<file path="src/logic/snes_mem_pkg.sv">
// Shared types for the console memory request path
// One 16-bit word store serves loader, console CPU and softcore
// Word addresses carry 16 bits and the store ignores bits above its width
// WRAM is recognised by CPU banks 7E/7F only

`default_nettype none

package snes_mem_pkg;

    localparam int mem_aw_default = 12;                  // 4096 words

    // Upper seven address bits shared by banks 7E and 7F
    localparam logic [6:0] wram_bank_hi = 7'h3f;

    typedef logic [23:0] cpu_addr_t;
    typedef logic [7:0]  byte_t;
    typedef logic [15:0] word_t;
    typedef logic [31:0] rv_word_t;

    // What a word operation is serving
    typedef enum logic [2:0] {
        cpu_rom  = 3'd0,
        cpu_wram = 3'd1,
        rv_lo    = 3'd2,                                 // Softcore low half, more to come
        rv_hi    = 3'd3,                                 // Softcore high half, last of two
        rv_only  = 3'd4,                                 // Softcore single half, last
        load     = 3'd5
    } op_kind_t;

    typedef struct packed {
        word_t     addr;                                 // Word address
        logic      we;
        logic [1:0] be;                                  // Byte enables, bit 1 is high byte
        word_t     wdata;
        op_kind_t  kind;
        logic      bsel;                                 // CPU byte address bit 0
        logic      word;                                 // ROM word access
    } mem_op_t;

    typedef struct packed {
        word_t     rdata;                                // Old word on writes
        op_kind_t  kind;
        logic      bsel;
        logic      word;
        logic      we;
    } mem_res_t;

    typedef struct packed {
        cpu_addr_t addr;
        logic      we;
        byte_t     wdata;
        logic      word;
    } cpu_req_t;

    // wstrb of zero is a read of both halves
    typedef struct packed {
        cpu_addr_t addr;                                 // Byte address
        rv_word_t  wdata;
        logic [3:0] wstrb;
    } rv_req_t;

endpackage

`default_nettype wire

</file>
<file path="src/logic/mem_result.sv">
// Turns raw store words into client responses
// CPU ROM reads swap bytes on odd addresses unless a word read is asked for
// CPU WRAM reads return one byte, zero extended
// Softcore low word is held until the tagged last half arrives
// Load results and all write results other than the softcore's last half are dropped

`timescale 1ns/1ps
`default_nettype none

module mem_result (
    input  logic                    mclk,
    input  logic                    resetn,
    input  logic                    res_valid,
    input  snes_mem_pkg::mem_res_t  res,
    output logic                    cpu_rdata_valid,
    output snes_mem_pkg::word_t     cpu_rdata,
    output logic                    rv_resp_valid,
    output snes_mem_pkg::rv_word_t  rv_rdata
);

    logic                 cpu_read;
    logic                 rv_done;
    logic                 rv_lo_read;
    logic                 rv_hi_read;
    snes_mem_pkg::word_t  cpu_fmt;
    snes_mem_pkg::word_t  rv_lo_word;

    assign cpu_read = res_valid & ~res.we &
                      ((res.kind == snes_mem_pkg::cpu_rom) ||
                       (res.kind == snes_mem_pkg::cpu_wram));

    // One response per softcore request, reads or writes
    assign rv_done = res_valid &
                     ((res.kind == snes_mem_pkg::rv_hi) ||
                      (res.kind == snes_mem_pkg::rv_only));

    assign rv_lo_read = res_valid & ~res.we & (res.kind == snes_mem_pkg::rv_lo);
    assign rv_hi_read = res_valid & ~res.we & (res.kind == snes_mem_pkg::rv_hi);

    always_comb begin
        if (res.kind == snes_mem_pkg::cpu_wram)
            cpu_fmt = {8'h00, res.bsel ? res.rdata[15:8] : res.rdata[7:0]};
        else if (res.word || !res.bsel)
            cpu_fmt = res.rdata;
        else
            cpu_fmt = {res.rdata[7:0], res.rdata[15:8]};   // Odd ROM byte first
    end

    always_ff @(posedge mclk) begin
        if (!resetn) begin
            cpu_rdata_valid <= 1'b0;
            rv_resp_valid   <= 1'b0;
        end else begin
            cpu_rdata_valid <= cpu_read;
            rv_resp_valid   <= rv_done;
        end
    end

    always_ff @(posedge mclk) begin
        if (cpu_read)
            cpu_rdata <= cpu_fmt;
        if (rv_lo_read)
            rv_lo_word <= res.rdata;
        if (rv_hi_read)
            rv_rdata <= {res.rdata, rv_lo_word};
    end

endmodule

`default_nettype wire

</file>
<file path="config.mk">
export PLATFORM = sky130hd
export DESIGN_NAME = mem_result
export DESIGN_NICKNAME = d
export VERILOG_FILES = /design/src/logic/snes_mem_pkg.sv /design/src/logic/mem_result.sv
export SDC_FILE = /design/constraint.sdc
export NUM_CORES = 1
export LEC_CHECK = 0
export ABC_AREA = 1
export BUFFER_PORTS_ARGS = -buffer_cell sky130_fd_sc_hd__buf_2
export CORE_ASPECT_RATIO = 1.5
export CORE_MARGIN = 5
export CORE_UTILIZATION = 51
export CTS_CLUSTER_DIAMETER = 150
export DETAILED_ROUTE_END_ITERATION = 16
export PLACE_DENSITY_LB_ADDON = 0.2
export RECOVER_POWER = 100
export SLEW_MARGIN = 20
export SYNTH_ARGS = -nofsm -noshare
export SYNTH_HDL_FRONTEND = slang
export SYNTH_SLANG_ARGS = --single-unit
</file>
<file path="constraint.sdc">
create_clock -name mclk -period 3.55 [get_ports mclk]
set_clock_uncertainty 0.1 [all_clocks]
set_input_delay 0.1775 -clock mclk [delete_from_list [all_inputs] [get_ports mclk]]
set_output_delay 0.1775 -clock mclk [all_outputs]
set_load 0.01 [all_outputs]
</file>
## Word-level counts from Yosys, hierarchy flattened

Cells that the tools add are included.

| cells by class | value |
|---|---|
| equal/unequal tests | 4 |
| muxes and demuxes | 3 |
| reduce and logical (&&, ||, !) cells | 5 |
| bitwise logic cells | 6 |

Operators by type and width:

| kind | number |
|---|---|
| 16-bit two-way mux | 1 |
| 8-bit two-way mux | 2 |
| 3-bit by 2-bit == test with 1-bit output, second input constant | 2 |
| 1-bit AND | 5 |
| 3-bit by 1-bit == test with 1-bit output, second input constant | 1 |
| 3-bit == test, second input constant | 1 |
| 3-bit logical NOT | 1 |
| 1-bit logical OR | 3 |
| 1-bit logical NOT | 1 |
| 1-bit inverter | 1 |

| word-level totals | value |
|---|---|
| output and inout port bits | 50 |
| flip-flop bits (word level) | 66 |
| bits of input ports | 25 |
| logic and storage cells | 24 |

## Longest topological paths before layout

| depth | value |
|---|---|
| word-level depth | 4 |
| mapped depth | 6 |

## Least setup slack after synthesis

Ideal clock, no wire load.

| path | value |
|---|---|
| kind | input to register |
| start point | in res_valid |
| end point | reg rv_rdata[0] (enable) |
| setup time | 0.468 ns |
| data arrival time | 2.700 ns |
| slack | 0.282 ns |
| stages on the path | 3 |
| data required time | 2.982 ns |
| path through | inv_1 -> nor2_1 -> nor3b_1 |

| on the way | value |
|---|---|
| cells in the longest elaborated chain, start to end | 2 |

Ends and longest elaborated chain:

| element | RTL line | text |
|---|---|---|
| start, declared | mem_result.sv:13 | `input logic res_valid,` |
| 1-bit AND (2 in a row) | mem_result.sv:38 | `assign rv_hi_read = res_valid & ~res.we & (res.kind == snes_mem_pkg::rv_hi);` |
| net rv_hi_read | mem_result.sv:24 | `logic rv_hi_read;` |
| end signal, assigned | mem_result.sv:65 | `rv_rdata <= {res.rdata, rv_lo_word};` |
| end, declared | mem_result.sv:18 | `output snes_mem_pkg::rv_word_t rv_rdata` |

The timed path passes the listed nets, and every way through them passes these cells.
A chain may end at the register's enable or synchronous reset.

## Worst setup path in the final report

| path | value |
|---|---|
| start point | in res_valid |
| end point | reg rv_lo_word[1] (enable) |

| on the way | value |
|---|---|
| cells in the longest elaborated chain, start to end | 2 |

Ends and longest elaborated chain:

| element | RTL line | text |
|---|---|---|
| 1-bit AND (2 in a row) | mem_result.sv:37 | `assign rv_lo_read = res_valid & ~res.we & (res.kind == snes_mem_pkg::rv_lo);` |
| net rv_lo_read | mem_result.sv:23 | `logic rv_lo_read;` |
| end signal, assigned | mem_result.sv:63 | `rv_lo_word <= res.rdata;` |
| end, declared | mem_result.sv:26 | `snes_mem_pkg::word_t rv_lo_word;` |

The timed path passes the listed nets, and every way through them passes these cells.

==> reports/qor.yml <==
run_status:
  status: "finished, final reports clean"
synth:
  yosysUniqueCellTypes: 18
  syn_area_sq_mm: 0.00256
  synth-adder-area-share: 0
  synth_top_family_by_area: "simple AND/OR/NAND/NOR gates"
  ys.warnings.count: 0
  synth_ff_type: "edfxtp_1"
  synthArstFlopShare: 0
  yosysTopAreaCell: "edfxtp_1"
  synth_cells: 189
  avgSynthCellArea_sq_um: 13.6
  synth-compound-area-share: 0.0449
  ys_top_cells_by_count: "edfxtp_1, nand2_1, nand3_1"
  synth-edff-count: 64
  seq_area_frac_synth: 0.766
  synth_most_common_cell: "edfxtp_1"
  synth_top_area_share: 0.750
  synth_mux_area_frac: 0
  synth_nets: 214
  synth.area.top_cells: "edfxtp_1, nand2_1, nand3_1"
  synth-simple-area-share: 0.135
  synth_xor_area_frac: 0
  synth-seq-cells: 66
hold_path:
  whs_path_depth: 4
  hold_path.class: "in2reg"
die:
  initial_core_util: 0.528
  die_y_um: 96.8
  io_pins: 75
  die_area_sq_mm: 0.00657
  rows: 31
  die_x_um: 67.9
  core_sq_mm: 0.00485
routing:
  drc: 0
  viasPerCell: 4.85
  ant_nets: 0
  num_vias: 1750
  totalWireLength_mm: 5.02
  dr.first_iter.drc_count: 65
  drt-pass1-iter-count: 4
  wl_per_cell_um: 13.9
sta:
  maxSlewHeadroom: 0.199
  tightest_slew_ps: 1190
  slew_violations: 0
  period_needed_ps: 2600
  hold_viol: 0
  setup_viol_count_final: 0
  fmax_mhz: 384
  tns_ps: 0
  post-route-period-util: 0.733
  rsz0062_at_grt: "no"
global_route:
  grt_max_degree: 34
  track_usage: 0.167
  antenna_found_initial: 0
  grt_pass1_vias: 1687
  overflow: 0
  grt_pass1_wl_mm: 8.03
placed_design:
  place_hpwl_mm: 3.23
  gp_congestion: 0.723
  dp_cells: 325
  port-buffer-count: 74
setup_path:
  worst-r2r-setup-slack_ps: 2820
  critPathCaptureType: "flop"
  crit_path_start_kind: "input port"
  rr_worst_depth: 0
  crit_type: "in2reg"
  arrival_ps: 2470
  required_ps: 3420
  path_max_fanout: 9
clock_network:
  cts-root-buf: "clkbuf_8"
  cts_max_level: 3
  clockBufferDepth: 2
  clk_latency_ps: 330
  cts.repair.resized: 0
  cts_hold_buffers: 20
  cts_tree: "built"
  cts.reportedPaths.clkPinSlew_ps: 60
  cts_sinks: 66
  cts_made_buffers: 9
  postCtsSetupBuffers: 0
cells_and_area:
  fin_cells: 361
  fin_util: 0.664
  antenna_cells: 0
  final_layout_size_suffix_gt1_frac: 0.0983
  areaGrowthSynthToFinish_pct: 25.7
  fin_nets: 315
  n_fill_cell: 404
power_and_ir_drop:
  p_total_mw: 1.49
  irDropWorstVdd_uv: 307
  p_leak_nw: 1.18
  powerDensity_mw_per_mm2: 464
flow_run:
  drv_cap: 0
## path summary, 6_finish.rpt
kind,startpoint,end
worst max register to register,rv_lo_word[12],rv_rdata[12]
worst min-delay path,res[5],rv_resp_valid
worst min register to register,rv_lo_word[7],rv_rdata[7]
worst max-delay path,res_valid,rv_lo_word[1]
## layout by cell type, fill, tap and decap left out, drive strengths merged
| master | instances |
|---|---|
| nand2 | 46 |
| edfxtp | 64 |
| nor2 | 3 |
| nor3 | 2 |
| inv | 20 |
| dlygate4sd3 | 20 |
| clkinv | 5 |
| clkbuf | 80 |
| nor3b | 1 |
| buf | 7 |
| o21ai | 9 |
| clkinvlp | 3 |
| nand3 | 25 |
| a21oi | 8 |
| dfxtp | 2 |
## layout make-up
type / count / area, sq um / share of cell area
Clock buffer: 10 / 128 / 0.0396
Inverter: 22 / 83.8 / 0.0260
Tap cell: 66 / 82.6 / 0.0256
Multi-Input combinational cell: 94 / 430 / 0.134
Sequential cell: 66 / 1960 / 0.609
Timing Repair Buffer: 97 / 500 / 0.155
Clock inverter: 6 / 33.8 / 0.0105
## flip-flops by register name, indices dropped and copies added (netlist names)
name             flops
rv_lo_word          16
cpu_rdata_valid      1
rv_resp_valid        1
rv_rdata            32
cpu_rdata           16
## layer usage
metal / GRT usage / up-vias / part of all wire
li1: - / 860 / -
met1: 0.208 / 810 / 0.41
met2: 0.252 / 71 / 0.49
met3: 0.0568 / 9 / 0.078
met4: 0.0873 / 0 / 0.023
met5: 0 / - / 0
## power breakdown
group	switching, mW	internal (mW)	leakage, nW
Clock	0.262	0.246	0.0795
Sequential	0.00352	0.871	0.592
Combinational	0.0678	0.0427	0.505
## critical path, stage by stage
cell	delay, ps
dlygate4sd3_1	530
clkbuf_1	110
inv_1	40
nor2_1	120
nand2_1	100
nor3_1	910
clkbuf_1	480
## per-stage QoR
step	cell area, sq um	setup slack (ps)	hold WS (ps)
after floorplan	2560	282	155
final	3220	947	64.4
after global placement	2990	1840	306
after global routing	3220	838	105
after CTS	3360	1600	56.9
after detailed placement	2990	1770	305
## kinds of logic (layout without fill, tap and decap cells)
family	after synthesis	after routing
and+or+nand+nor	77	77
DFF	66	66
buffers and inverters	29	135
AOI/OAI and AO/OA	17	17
Note: power is estimated with default switching activity, not from simulation.
