File: src/logic/snes_mem_pkg.sv
// Shared types for the console memory request path
// One 16-bit word store serves loader, console CPU and softcore
// Word addresses carry 16 bits and the store ignores bits above its width
// WRAM is recognised by CPU banks 7E/7F only

`default_nettype none

package snes_mem_pkg;

    localparam int mem_aw_default = 12;                  // 4096 words

    // Upper seven address bits shared by banks 7E and 7F
    localparam logic [6:0] wram_bank_hi = 7'h3f;

    typedef logic [23:0] cpu_addr_t;
    typedef logic [7:0]  byte_t;
    typedef logic [15:0] word_t;
    typedef logic [31:0] rv_word_t;

    // What a word operation is serving
    typedef enum logic [2:0] {
        cpu_rom  = 3'd0,
        cpu_wram = 3'd1,
        rv_lo    = 3'd2,                                 // Softcore low half, more to come
        rv_hi    = 3'd3,                                 // Softcore high half, last of two
        rv_only  = 3'd4,                                 // Softcore single half, last
        load     = 3'd5
    } op_kind_t;

    typedef struct packed {
        word_t     addr;                                 // Word address
        logic      we;
        logic [1:0] be;                                  // Byte enables, bit 1 is high byte
        word_t     wdata;
        op_kind_t  kind;
        logic      bsel;                                 // CPU byte address bit 0
        logic      word;                                 // ROM word access
    } mem_op_t;

    typedef struct packed {
        word_t     rdata;                                // Old word on writes
        op_kind_t  kind;
        logic      bsel;
        logic      word;
        logic      we;
    } mem_res_t;

    typedef struct packed {
        cpu_addr_t addr;
        logic      we;
        byte_t     wdata;
        logic      word;
    } cpu_req_t;

    // wstrb of zero is a read of both halves
    typedef struct packed {
        cpu_addr_t addr;                                 // Byte address
        rv_word_t  wdata;
        logic [3:0] wstrb;
    } rv_req_t;

endpackage

`default_nettype wire

File: src/logic/mem_req_decode.sv
// Request decode and arbitration in front of the word store
// Loader and CPU never get accepted on the same edge since cpu_ready is ~loading,
// so one pending slot is enough for both and it always issues on the next edge
// Softcore halves only fill slots left free by loader and CPU traffic
// A trailing odd loader byte count leaves the last byte unwritten
// CPU writes outside WRAM are accepted and dropped

`timescale 1ns/1ps
`default_nettype none

module mem_req_decode #(
    parameter int MEM_AW = 12
) (
    input  logic                    mclk,
    input  logic                    resetn,
    input  logic                    loading,
    input  logic                    load_valid,
    input  snes_mem_pkg::byte_t     load_data,
    output logic                    load_ready,
    input  logic                    cpu_valid,
    input  snes_mem_pkg::cpu_req_t  cpu_req,
    output logic                    cpu_ready,
    input  logic                    rv_valid,
    input  snes_mem_pkg::rv_req_t   rv_req,
    output logic                    rv_ready,
    output logic                    op_valid,
    output snes_mem_pkg::mem_op_t   op
);

    logic                      loading_r;
    snes_mem_pkg::cpu_addr_t   load_addr;
    snes_mem_pkg::cpu_addr_t   load_addr_eff;
    snes_mem_pkg::byte_t       even_byte;
    logic                      load_acc;
    logic                      cpu_acc;
    logic                      rv_acc;
    logic                      cpu_wram_hit;
    snes_mem_pkg::mem_op_t     load_op;
    snes_mem_pkg::mem_op_t     cpu_op;
    snes_mem_pkg::mem_op_t     rv_op;
    logic                      pend_valid;
    snes_mem_pkg::mem_op_t     pend_op;
    logic                      rv_busy;
    logic                      lo_todo;
    logic                      hi_todo;
    logic                      rv_two;            // Request needs both halves
    logic                      rv_issue;
    snes_mem_pkg::rv_req_t     rv_hold;

    // ROM byte address to word, lower half of the store
    function automatic snes_mem_pkg::word_t rom_word(input snes_mem_pkg::cpu_addr_t a);
        return 16'({1'b0, a[MEM_AW-1:1]});
    endfunction

    // WRAM offset to word, upper half of the store
    function automatic snes_mem_pkg::word_t wram_word(input logic [16:0] off);
        return 16'({1'b1, off[MEM_AW-1:1]});
    endfunction

    // Softcore sees the whole store, two words per 32-bit location
    function automatic snes_mem_pkg::word_t rv_word(input snes_mem_pkg::cpu_addr_t b,
                                                    input logic half);
        return 16'({b[MEM_AW:2], half});
    endfunction

    assign load_ready = loading;
    assign cpu_ready  = ~loading;
    assign rv_ready   = ~rv_busy & ~loading & ~(cpu_valid & cpu_ready);   // CPU wins

    assign load_acc = load_valid & loading;
    assign cpu_acc  = cpu_valid & cpu_ready;
    assign rv_acc   = rv_valid & rv_ready;

    // A byte arriving with the rising edge of loading is byte zero
    assign load_addr_eff = (loading & ~loading_r) ? '0 : load_addr;

    assign cpu_wram_hit = cpu_req.addr[23:17] == snes_mem_pkg::wram_bank_hi;
    assign rv_issue     = rv_busy & ~pend_valid;

    always_comb begin
        load_op       = '0;
        load_op.addr  = rom_word(load_addr_eff);
        load_op.we    = 1'b1;
        load_op.be    = 2'b11;
        load_op.wdata = {load_data, even_byte};       // Odd byte goes high
        load_op.kind  = snes_mem_pkg::load;
        load_op.word  = 1'b1;

        cpu_op       = '0;
        cpu_op.bsel  = cpu_req.addr[0];
        cpu_op.word  = cpu_req.word;
        cpu_op.wdata = {cpu_req.wdata, cpu_req.wdata};
        if (cpu_wram_hit) begin
            cpu_op.addr = wram_word(cpu_req.addr[16:0]);
            cpu_op.we   = cpu_req.we;
            cpu_op.be   = cpu_req.addr[0] ? 2'b10 : 2'b01;
            cpu_op.kind = snes_mem_pkg::cpu_wram;
        end else begin
            cpu_op.addr = rom_word(cpu_req.addr);
            cpu_op.be   = 2'b11;
            cpu_op.kind = snes_mem_pkg::cpu_rom;
        end

        // Low half first when both are needed
        rv_op      = '0;
        rv_op.word = 1'b1;
        rv_op.we   = rv_hold.wstrb != 4'b0000;
        rv_op.addr = rv_word(rv_hold.addr, ~lo_todo);
        if (lo_todo) begin
            rv_op.wdata = rv_hold.wdata[15:0];
            rv_op.be    = rv_op.we ? rv_hold.wstrb[1:0] : 2'b11;
            rv_op.kind  = rv_two ? snes_mem_pkg::rv_lo : snes_mem_pkg::rv_only;
        end else begin
            rv_op.wdata = rv_hold.wdata[31:16];
            rv_op.be    = rv_op.we ? rv_hold.wstrb[3:2] : 2'b11;
            rv_op.kind  = rv_two ? snes_mem_pkg::rv_hi : snes_mem_pkg::rv_only;
        end
    end

    always_ff @(posedge mclk) begin
        if (!resetn) begin
            loading_r  <= 1'b0;
            load_addr  <= '0;
            pend_valid <= 1'b0;
            op_valid   <= 1'b0;
            rv_busy    <= 1'b0;
            lo_todo    <= 1'b0;
            hi_todo    <= 1'b0;
            rv_two     <= 1'b0;
        end else begin
            loading_r <= loading;
            if (loading & ~loading_r)
                load_addr <= '0;
            if (load_acc)
                load_addr <= load_addr_eff + 24'd1;

            // Loader writes on odd bytes, CPU ROM writes go nowhere
            pend_valid <= (load_acc & load_addr_eff[0]) |
                          (cpu_acc & (~cpu_req.we | cpu_wram_hit));
            op_valid   <= pend_valid | rv_issue;

            if (rv_acc) begin
                rv_busy <= 1'b1;
                lo_todo <= (rv_req.wstrb == 4'b0000) | (|rv_req.wstrb[1:0]);
                hi_todo <= (rv_req.wstrb == 4'b0000) | (|rv_req.wstrb[3:2]);
                rv_two  <= (rv_req.wstrb == 4'b0000) |
                           ((|rv_req.wstrb[1:0]) & (|rv_req.wstrb[3:2]));
            end else if (rv_issue) begin
                if (lo_todo)
                    lo_todo <= 1'b0;
                else
                    hi_todo <= 1'b0;
                if (!(lo_todo & hi_todo))
                    rv_busy <= 1'b0;                  // Last half out
            end
        end
    end

    always_ff @(posedge mclk) begin
        if (load_acc & ~load_addr_eff[0])
            even_byte <= load_data;
        pend_op <= load_acc ? load_op : cpu_op;
        op      <= pend_valid ? pend_op : rv_op;
        if (rv_acc)
            rv_hold <= rv_req;
    end

endmodule

`default_nettype wire

File: config.mk
export PLATFORM = sky130hd
export DESIGN_NAME = mem_req_decode
export DESIGN_NICKNAME = d
export VERILOG_FILES = /design/src/logic/snes_mem_pkg.sv /design/src/logic/mem_req_decode.sv
export SDC_FILE = /design/constraint.sdc
export NUM_CORES = 1
export LEC_CHECK = 0
export ABC_AREA = 1
export BUFFER_PORTS_ARGS = -buffer_cell sky130_fd_sc_hd__buf_4
export CORE_MARGIN = 5
export CORE_UTILIZATION = 55
export CTS_CLUSTER_DIAMETER = 120
export DETAILED_ROUTE_END_ITERATION = 12
export PLACE_DENSITY = 0.84
export SYNTH_ARGS = -nofsm -noshare
export SYNTH_HDL_FRONTEND = slang
export SYNTH_SLANG_ARGS = --single-unit
File: constraint.sdc
create_clock -name mclk -period 5.14 [get_ports mclk]
set_input_delay 0.257 -clock mclk [delete_from_list [all_inputs] [get_ports mclk]]
set_output_delay 0.257 -clock mclk [all_outputs]
set_load 0.02 [all_outputs]
; ---- Word-level counts from Yosys, hierarchy flattened
; Cells that the tools add are included.
[word_totals]
reg_bits = 160
inputBits = 108
output_inout_bits = 44
wordCells = 88
[op_classes]
add_sub_neg = 1
eq_ne = 3
muxes = 22
bitwise = 27
n_reduce_logical = 8
[op_table]
columns = operator, count
row1 = $mux W24, 2
row2 = $mux W36, 1
row3 = $mux W35, 1
row4 = $add A24 B1 Y24 const B, 1
row5 = $mux W21, 1
row6 = $and A1 B1 Y1, 12
row7 = $mux W12, 1
row8 = $mux W1, 10
row9 = $not A1 Y1, 9
row10 = $mux W2, 4
row11 = $eq A7 B6 Y1 const B, 1
row12 = $mux W3, 2
row13 = $or A1 B1 Y1, 6
row14 = $reduce_or A2 Y1, 3
row15 = $logic_not A4 Y1, 1
row16 = $ne A2 B2 Y1 const B, 2
row17 = $reduce_and A2 Y1, 2
row18 = $reduce_bool A4 Y1, 1
row19 = $reduce_bool A2 Y1, 1

; ---- Depth between registers and ports, before layout
; Gate-level depths: netlist (run 1).
[logic_depth]
depth_word = 7
mapped_depth = 13
ltp_nobuf = 13

; ---- Least setup slack after synthesis (run 1)
; OpenSTA, ideal clock, no wires.
[synth_timing]
path_kind = register to register
startpoint = register rv_busy
endpoint = register rv_hold[0] (netlist bit) (enable)
setup_ns = 0.401
arrival_time_ns = 1.856
required_ns = 4.739
slack_ns = 2.883
stages_incl_launch_ff = 4
path_buffers = 0
synth_period_minus_slack_ns = 2.257
cell_sequence = dfxtp_1 > nor3_2 > nand2_2 > inv_1
[synth_between]
elab_chain_cells = 4
[synth_lines]
columns = element, line_no
row1 = from (decl), mem_req_decode.sv:43  ; logic rv_busy;
row2 = from (signal assigned), mem_req_decode.sv:126  ; rv_busy <= 1'b0;
row3 = from (signal assigned), mem_req_decode.sv:143  ; rv_busy <= 1'b1;
row4 = from (signal assigned), mem_req_decode.sv:154  ; rv_busy <= 1'b0;
row5 = $not A1 Y1, mem_req_decode.sv:68  ; assign rv_ready = ~rv_busy & ~loading & ~(cpu_valid & cpu_ready);
row6 = $and A1 B1 Y1 (2 in a row), mem_req_decode.sv:68
row7 = net rv_ready, mem_req_decode.sv:25  ; output logic rv_ready,
row8 = $and A1 B1 Y1, mem_req_decode.sv:72  ; assign rv_acc = rv_valid & rv_ready;
row9 = net rv_acc, mem_req_decode.sv:36  ; logic rv_acc;
row10 = to (signal assigned), mem_req_decode.sv:165  ; rv_hold <= rv_req;
row11 = to (decl), mem_req_decode.sv:48  ; snes_mem_pkg::rv_req_t rv_hold;
; The timed path passes the listed nets, and every way through them passes these cells.
; A chain may end at the register's enable or synchronous reset.

; ---- Final worst setup path (run 1)
[layout_timing]
startpoint = register lo_todo
endpoint = register rv_busy
[layout_between]
elab_chain_cells = 3
[layout_lines]
columns = element, line_no
row1 = from (decl), mem_req_decode.sv:44  ; logic lo_todo;
row2 = from (signal assigned), mem_req_decode.sv:144  ; lo_todo <= (rv_req.wstrb == 4'b0000) | (|rv_req.wstrb[1:0]);
row3 = $and A1 B1 Y1, mem_req_decode.sv:153  ; if (!(lo_todo & hi_todo))
row4 = $ne A2 B2 Y1 (no source line), n/a
row5 = $reduce_and A2 Y1 (no source line), n/a
; No other way between the ends.

==> results of run 1 <==
worst register-to-register path, delay by kind of cell (launching register included):
| family | cells | cell delay (ns) |
|---|---|---|
| AOI/OAI and AO/OA | 2 | 0.31 |
| buffers and inverters | 1 | 0.91 |
| DFF | 1 | 0.99 |
| and+or+nand+nor | 1 | 0.35 |
routing by layer:
layer	share of wire, %	wire length (um)	vias up
met2	54	8402	245
li1	-	-	2051
met3	6.5	1021	60
met4	4.5	707	0
met5	0	0	-
met1	35	5567	2089
flip-flops by register name, indices dropped and copies added (netlist names), 8 cells and up:
signal     flops
op            36
load_addr     12
pend_op       35
even_byte      8
rv_hold       47
kinds of logic after synthesis:
family          count (synthesis)
compound gates                 65
fa+ha+maj                       5
buf+inv                        66
flops                         145
other cells                     1
simple gates                  223
cell usage in the layout (no fill, tap or decap), types with 2 or more instances in the layout:
cell type,instances
nand2_2,3
clkinv_4,3
clkinv_8,2
nand2_1,141
nor3_2,2
conb_1,4
o21ai_0,19
clkbuf_16,16
nor2_2,2
edfxtp_1,55
inv_1,40
or2_0,2
nand4_1,4
a21oi_1,42
nand3b_1,2
diode_2,2
dfxtp_1,90
ha_1,5
nand3_1,15
or2_2,3
buf_4,130
inv_2,2
inv_6,5
nor3_1,4
nor2_1,44
dlygate4sd3_1,77
inv_8,3
stage by stage:
| stage | utilization (%) | power, uW | hold WS (ns) | cells |
|---|---|---|---|---|
| 4_1_cts | 81.30 | 2665 | 0.02049 | 835 |
| 5_1_grt | 81.30 | 2768 | 0.05556 | 835 |
| 3_5_place_dp | 66.68 | 1490 | 0.4043 | 726 |
| 3_3_place_gp | 66.68 | 1482 | 0.3969 | 726 |
| 6_report | 81.36 | 2683 | 0.04357 | 837 |
| 2_1_floorplan | - | 1384 | 0.3259 | 508 |
cell usage after synthesis:
| master | number | area (um^2) |
|---|---|---|
| nor3_2 | 2 | 20.02 |
| conb_1 | 1 | 3.750 |
| nor2_2 | 2 | 12.51 |
| inv_1 | 41 | 153.9 |
| a21oi_1 | 42 | 210.2 |
| ha_1 | 5 | 62.56 |
| o21ai_0 | 19 | 95.09 |
| or2_0 | 2 | 12.51 |
| nor3_4 | 1 | 16.27 |
| o21a_1 | 1 | 7.510 |
| nor2_1 | 44 | 165.2 |
| buf_1 | 3 | 11.26 |
| buf_4 | 5 | 37.54 |
| nand3_1 | 15 | 75.07 |
| inv_2 | 1 | 3.750 |
| a22o_1 | 1 | 8.760 |
| nand2_2 | 3 | 18.77 |
| or2_2 | 3 | 18.77 |
| o211ai_1 | 1 | 7.510 |
| buf_2 | 6 | 30.03 |
| nand2_1 | 141 | 529.3 |
| edfxtp_1 | 55 | 1652 |
| dfxtp_1 | 90 | 1802 |
| nand3b_1 | 2 | 15.01 |
| clkbuf_1 | 7 | 26.28 |
| clkinv_1 | 1 | 3.750 |
| nand4_1 | 4 | 25.02 |
| o2111ai_1 | 1 | 8.760 |
| nor3_1 | 4 | 20.02 |
| buf_6 | 2 | 22.52 |
report_power, final:
part	switching (uW)	total, uW	leakage, uW	internal [uW]
logic	130	259	0.00179	128
registers	23.6	1270	0.00126	1250
clock network	531	1150	0.000273	621
cell type report:
type | instances | area, um^2
inverter | 43 | 161.4
sequential | 145 | 3453
fill | 453 | 1698
timing repair buffer | 207 | 1747
clock inverter | 14 | 143.9
clock buffer | 18 | 417.9
multi-input combinational | 297 | 1344
tap | 111 | 138.9
antenna | 2 | 5.005
worst paths after layout:
kind                   startpoint                       to  slack (ns)  depth (start not counted)
max          lo_todo$_SDFFE_PN0P_     rv_busy$_SDFFE_PN0P_        2.51                          4
min                        resetn  load_addr[0]$_SDFF_PN0_        0.04                          3
max reg2reg  lo_todo$_SDFFE_PN0P_     rv_busy$_SDFFE_PN0P_        2.51                          4
min reg2reg   pend_op[34]$_DFF_P_           op[34]$_DFF_P_        0.42                          2
timing repair:
item / CTS / global route
hold buffers: 77 / 0
endpoints found under the hold margin: 85 / 0
resized for setup: 0 / 0
==> metrics.txt, run 1 <==
crit-path cells clkinv_1 > nand3_1 > o2111ai_1 > a21oi_1; DRC 0; num rows 35; type of origin of the critical path flop; Worst Path Max Fanout 23; largest family of logic cells by synthesized area simple AND/OR/NAND/NOR gates; power density cells 362.1 nW/um^2; Leakage 0.003323 uW; H-tree depth 4; post-synthesis sequential area ratio 68.05%; post-CTS setup buffer count 0; CTS tree yes; Mapped Cells 505; pre-CTS setup slack 2.685 ns; Die Height 106.1 um; worst endpoint required time 5.59 ns; Die Width 106.1 um; total global-route track usage 28.69%; max-slew violation count 0; Simple-Gate Fraction of Synth Area 18.29%; final hold vios 0; Seq cells post-synth 145; crit-path leading delay family flip-flops; Layout area overhead 46.03%; Synth cell types 30; Worst Hold Class input port to flop; RSZ-0062 raised after global routing false; pin count of the biggest net entering global routing 48; YS warnings 0; Most Used Layer, Global Route met2; DR WL/cell 18.76 um; Post-Route Setup TNS 0 ns; post-synthesis cell area 5075 um^2; maximum root-to-sink buffer count 2; Clock Skews 0.01278 ns; I/O pin count 152; Post-Synth Adder-Cell Area 1.233%; Root Buffer clkbuf_8; met1 usage 31.34%; total congestion overflow 0; CTS Buf Count 17; final WL 15700 um; Mean Syn Cell Area 10.05 um^2; Worst Tran Pin Value 1.068 ns; Critical Path AT 3.08 ns; Buf/Inv on CP 1; slew margin rel. 28.81%; XOR/XNOR Fraction of Synth Area 0%; worst setup margin 2.513 ns; CP Capture Type flop; Clock Latency Late Sink 0.52 ns; max-cap viol count 0; Clk pin slew, worst setup/hold paths 0.07 ns; DRT Pass-1 Iters 6; final setup vio count 0; final antenna-violating net count 0; initial antenna violation count 0; post-synthesis compound-gate area fraction 6.657%; Core Box Area 9109 um^2; Final min period 2.627 ns; met2 Resource Use GR 52.05%; status complete, no violations; grt met3 use 6.315%; CP max stage cell dfxtp_1; global-route wire length before repair 24440 um; via/cell ratio 5.311; Tcrit/Tclk final 51.11%; Peak VDD IR 289.9 uV; routability cong. 0.8347; initial core utilization 55.71%; fraction of synthesized area in multiplexers 0%; Final HPWL DP 8045 um; share of post-route cells with drive strength above 1 24.03%; vias in the first global route 4742; Port Buffers 129; Fmax achieved 0.3806 GHz; critical setup path kind flop to flop; Final Instance Area 7411 um^2; via count 4445; placed inst area 6073 um^2; Sink Count 145; Die Area 11250 um^2; Iteration-0 DRC Markers 319; Worst path max stage delay 0.99 ns; final-stage net count 824
(Power assumes the default switching activity.)
==> inputs of run 2 (changes only) <==
--- a/config.mk
+++ b/config.mk
@@ -8,10 +8,10 @@
 export ABC_AREA = 1
 export BUFFER_PORTS_ARGS = -buffer_cell sky130_fd_sc_hd__buf_4
 export CORE_MARGIN = 5
-export CORE_UTILIZATION = 55
+export CORE_UTILIZATION = 51
 export CTS_CLUSTER_DIAMETER = 120
 export DETAILED_ROUTE_END_ITERATION = 12
-export PLACE_DENSITY = 0.84
+export PLACE_DENSITY = 0.79
 export SYNTH_ARGS = -nofsm -noshare
 export SYNTH_HDL_FRONTEND = slang
 export SYNTH_SLANG_ARGS = --single-unit
==> constraint.sdc (replaced) <==
create_clock -name mclk -period 2.44 [get_ports mclk]
set_input_delay 0.122 -clock mclk [delete_from_list [all_inputs] [get_ports mclk]]
set_output_delay 0.122 -clock mclk [all_outputs]
set_load 0.02 [all_outputs]
==> metrics.txt, run 2 (synthesis gave the netlist of run 1 again) <==
Fmax achieved 0.4849 GHz; type of origin of the critical path flop; pin count of the biggest net entering global routing 40; Peak VDD IR 435.6 uV; DR WL/cell 17.66 um; Critical Path AT 2.48 ns; top flop regs rv_hold x47, op x36, pend_op x35; final antenna-violating net count 0; Core Box Area 9729 um^2; global-route wire length before repair 23340 um; DRC 0; share of post-route cells with drive strength above 1 24.18%; Root Buffer clkbuf_8; Final HPWL DP 7929 um; max-cap viol count 0; Clk pin slew, worst setup/hold paths 0.06 ns; Util after Layout 77.47%; maximum root-to-sink buffer count 2; H-tree depth 4; post-CTS setup buffer count 0; Sink Count 145; placed inst area 6143 um^2; commonest non-fill, non-tap cell in the layout nand2_1; CP Capture Type flop; max-slew violation count 0; num rows 36; worst endpoint required time 2.86 ns; status complete, no violations; final hold vios 0; Final min period 2.062 ns; initial core utilization 52.16%; Die Width 109.8 um; Worst path max stage delay 0.31 ns; final WL 15370 um; Placed Cells 752; DRT Pass-1 Iters 6; power density cells 742.1 nW/um^2; Worst Path Max Fanout 17; CTS tree yes; commonest cells after routing, fill and taps aside 141 x nand2_1, 133 x buf_4, 90 x dfxtp_1; Final Instance Area 7537 um^2; Layout area overhead 48.52%; slew margin rel. 57.76%; routability cong. 0.8613; Die Height 109.8 um; final setup vio count 0; Port Buffers 129; Worst Hold Class input port to flop; register area 3453 um^2; Clock Skews 0.01160 ns; RSZ-0062 raised after global routing false; I/O pin count 152; via/cell ratio 5.085; Biggest register rv_hold; Post-Route Setup TNS 0 ns; final-stage net count 836; max FFs per register 47; initial antenna violation count 1; Leakage 0.003354 uW; CP max stage cell dfxtp_1; Tcrit/Tclk final 84.52%; total global-route track usage 26.44%; CP dominant cell by count inv_1; crit-path cells inv_1 > nand2_4 > inv_1 > nor2_1 > ha_1 > nand2_1 > inv_1 > nand3_1 > inv_1 > nand4_1 > nor2_1 > nor2_1; critical setup path kind flop to flop; total congestion overflow 0; Die Area 12050 um^2; via count 4424; Clock Latency Late Sink 0.54 ns; vias in the first global route 4587; area of the multi-input gates 1349 um^2; CTS Buf Count 17; Non-Filler Instances 870; Worst Tran Pin Value 0.6297 ns; Iteration-0 DRC Markers 499; Filler cells 594
-- run 2: changes by cell type in the layout (fill, tap and decap cells not counted), sizes merged --
| cell | before | now |
|---|---|---|
| dlygate4sd3 | 77 | 85 |
| inv | 50 | 45 |
| buf | 130 | 134 |
| clkinvlp | 1 | 4 |
| clkinv | 6 | 8 |
| diode | 2 | 1 |
-- run 2: worst paths after layout --
path,cells past startpoint,startpoint,slack [ns],end
max,12,loading_r$_SDFF_PN0_,0.38,load_addr[10]$_SDFF_PN0_
min reg2reg,2,pend_op[1]$_SDFF_PP0_,0.42,op[1]$_SDFF_PN0_
min,4,cpu_valid,0.01,rv_two$_SDFFE_PN0P_
max reg2reg,12,loading_r$_SDFF_PN0_,0.38,load_addr[10]$_SDFF_PN0_
-- run 2: metrics by stage --
stage | worst slack (ns) | hold slack, ns | total power, uW
3_3_place_gp | 0.5683 | 0.2998 | 3130
3_5_place_dp | 0.5204 | 0.3013 | 3144
6_report | 0.3778 | 0.01344 | 5594
4_1_cts | 0.4528 | 0.01280 | 5517
2_1_floorplan | 0.1827 | 0.1909 | 2915
5_1_grt | 0.1167 | 0.04463 | 5763
-- run 2: report_power, final --
part | switching [uW] | internal [uW]
sequential | 40.1 | 2630
combinational | 277 | 283
clock | 1080 | 1290
-- run 2: final cells by class --
type | instances | share of cell area, %
Tap cell | 133 | 2.208
Antenna cell | 1 | 0.03320
Timing Repair Buffer | 219 | 24.80
Clock inverter | 14 | 1.428
Inverter | 43 | 2.141
Multi-Input combinational cell | 297 | 17.90
Sequential cell | 145 | 45.82
Clock buffer | 18 | 5.677
-- run 2: metal layers --
metal  vias to the layer above  routed length (um)  GRT usage, %
li1                       2060                   -             -
met1                      2048                5437         28.93
met2                       249                7894         46.25
met3                        65                1263         6.753
met4                         2                 764         15.32
met5                         -                   8             0
-- run 2: timing repair --
action / CTS / global route
gates resized for setup: 0 / 1
hold buffers: 85 / 0
endpoints found under the setup margin: 0 / 1
hold endpoints to repair: 101 / 0
-- run 2: worst max-delay path: cells and delay by family, from the launching register on --
family,cells,cell delay [ns]
flip-flops,1,0.31
AND/OR/NAND/NOR,7,0.99
adder cells (fa/ha/maj),1,0.23
buffers and inverters,4,0.42
==> inputs of run 3 (changes only) <==
--- a/config.mk
+++ b/config.mk
@@ -8,10 +8,10 @@
 export ABC_AREA = 1
 export BUFFER_PORTS_ARGS = -buffer_cell sky130_fd_sc_hd__buf_4
 export CORE_MARGIN = 5
-export CORE_UTILIZATION = 51
+export CORE_UTILIZATION = 46
 export CTS_CLUSTER_DIAMETER = 120
 export DETAILED_ROUTE_END_ITERATION = 12
-export PLACE_DENSITY = 0.79
+export PLACE_DENSITY = 0.75
 export SYNTH_ARGS = -nofsm -noshare
 export SYNTH_HDL_FRONTEND = slang
 export SYNTH_SLANG_ARGS = --single-unit
==> constraint.sdc (replaced) <==
create_clock -name mclk -period 1.7 [get_ports mclk]
set_input_delay 0.085 -clock mclk [delete_from_list [all_inputs] [get_ports mclk]]
set_output_delay 0.085 -clock mclk [all_outputs]
set_load 0.02 [all_outputs]
==> metrics.txt, run 3 (synthesis gave the netlist of run 1 again) <==
Peak VDD IR 997.1 uV; Worst Hold Class input port to flop; Die Width 115.0 um; Clock Latency Late Sink 0.52 ns; global-route wire length before repair 21310 um; final antenna-violating net count 0; Worst path max stage delay 0.55 ns; final-stage net count 841; maximum root-to-sink buffer count 2; ant diodes 0; status complete, no violations; Filler cells 750; H-tree depth 4; post-CTS setup buffer count 0; I/O pin count 152; Iteration-0 DRC Markers 329; RSZ-0062 raised after global routing false; commonest cells after routing, fill and taps aside 141 x nand2_1, 137 x buf_4, 90 x dfxtp_1; CP max stage cell dlygate4sd3_1; Sink Count 145; Core Box Area 10840 um^2; via/cell ratio 4.799; crit-path cells dlygate4sd3_1 > buf_4 > nand3b_1 > dlygate4sd3_1 > or2_2 > nor2_1 > nand2_1; Clk pin slew, worst setup/hold paths 0.06 ns; final setup vio count 0; Root Buffer clkbuf_8; Post-Route Setup TNS 0 ns; Biggest register rv_hold; final WL 13580 um; Worst Path Max Fanout 4; register area 3453 um^2; Worst Tran Pin Value 0.5438 ns; final hold vios 0; CP Capture Type flop; Leakage 0.003382 uW; commonest non-fill, non-tap cell in the layout nand2_1; Die Height 115.0 um; crit-path leading delay family buffers and inverters; Power Total 8113 uW; type of origin of the critical path input port; Fmax achieved 0.6183 GHz; pin count of the biggest net entering global routing 40; Buf/Inv on CP 3; DRT Pass-1 Iters 4; CP dominant cell by count dlygate4sd3_1; total global-route track usage 21.15%; share of post-route cells with drive strength above 1 24.70%; Final min period 1.617 ns; Layout area overhead 50.30%; Final HPWL DP 8365 um; worst endpoint required time 2.10 ns; DRC 0; DR WL/cell 15.42 um; slew margin rel. 63.69%; area of the multi-input gates 1373 um^2; vias in the first global route 4406; routability cong. 0.8722; num rows 38; Util after Layout 70.36%; initial antenna violation count 0; CTS tree yes; power density cells 1064 nW/um^2; Port Buffers 129; max FFs per register 47; max-cap viol count 0; critical setup path kind input port to flop; Critical Path AT 2.02 ns; Tcrit/Tclk final 95.13%; CTS Buf Count 17; via count 4228; max-slew violation count 0; total congestion overflow 0; initial core utilization 46.81%; Die Area 13230 um^2; Clock Skews 0.008194 ns; top flop regs rv_hold x47, op x36, pend_op x35
[run 3: cell type report]
| class | instances | share of cell area, % |
|---|---|---|
| Sequential cell | 145 | 45.28 |
| Timing Repair Buffer | 224 | 25.03 |
| Multi-Input combinational cell | 297 | 18.00 |
| Clock buffer | 26 | 6.135 |
| Tap cell | 140 | 2.297 |
| Inverter | 43 | 2.165 |
| Clock inverter | 6 | 1.099 |
[run 3: tightest hold or removal path, stage by stage]
cell	delay [ns]
buf_4	0.11
nand2_2	0.06
inv_1	0.09
nand3_1	0.10
nand2_1	0.08
[run 3: metal layers]
layer,global-route usage [%],vias up,routed length [um]
met1,24.47,1989,5523
met5,0,-,0
met2,37.81,153,6918
met4,6.651,0,238
met3,6.053,19,903
li1,-,2067,-
[run 3: report_power, final]
group | internal, uW | switching [uW] | leakage [uW]
logic | 414 | 384 | 0.00186
registers | 3780 | 51.2 | 0.00126
clock network | 2160 | 1320 | 0.000271
total | 6360 | 1760 | 0.00338
[run 3: through the flow]
stage,worst slack [ns],cells,area (um^2),hold slack (ns)
after floorplan,0.02735,508,5096,0.1539
after global placement,0.1417,763,6192,0.2635
after detailed placement,0.02096,763,6192,0.2643
after CTS,0.03361,881,7607,0.03446
after global routing,0.009040,881,7627,0.07963
final,0.08274,881,7627,0.05828
[run 3: path summary, 6_finish.rpt]
| path | end | slack [ns] | cells after the start | startpoint |
|---|---|---|---|---|
| worst min-delay path | pend_op[30]$_DFF_P_ | 0.06 | 5 | load_valid |
| worst max-delay path | pend_op[21]$_SDFF_PP1_ | 0.08 | 7 | cpu_req[33] |
| worst min register to register | op[0]$_SDFF_PN1_ | 0.41 | 1 | pend_op[0]$_SDFF_PP1_ |
| worst max register to register | load_addr[10]$_SDFF_PN0_ | 0.16 | 12 | loading_r$_SDFF_PN0_ |
[run 3: repair_timing]
item / in CTS / in global routing
gates resized for setup: 1 / 7
hold buffers: 86 / 0
hold endpoints to repair: 105 / 0
pin swaps: 0 / 1
setup endpoints to repair: 1 / 4
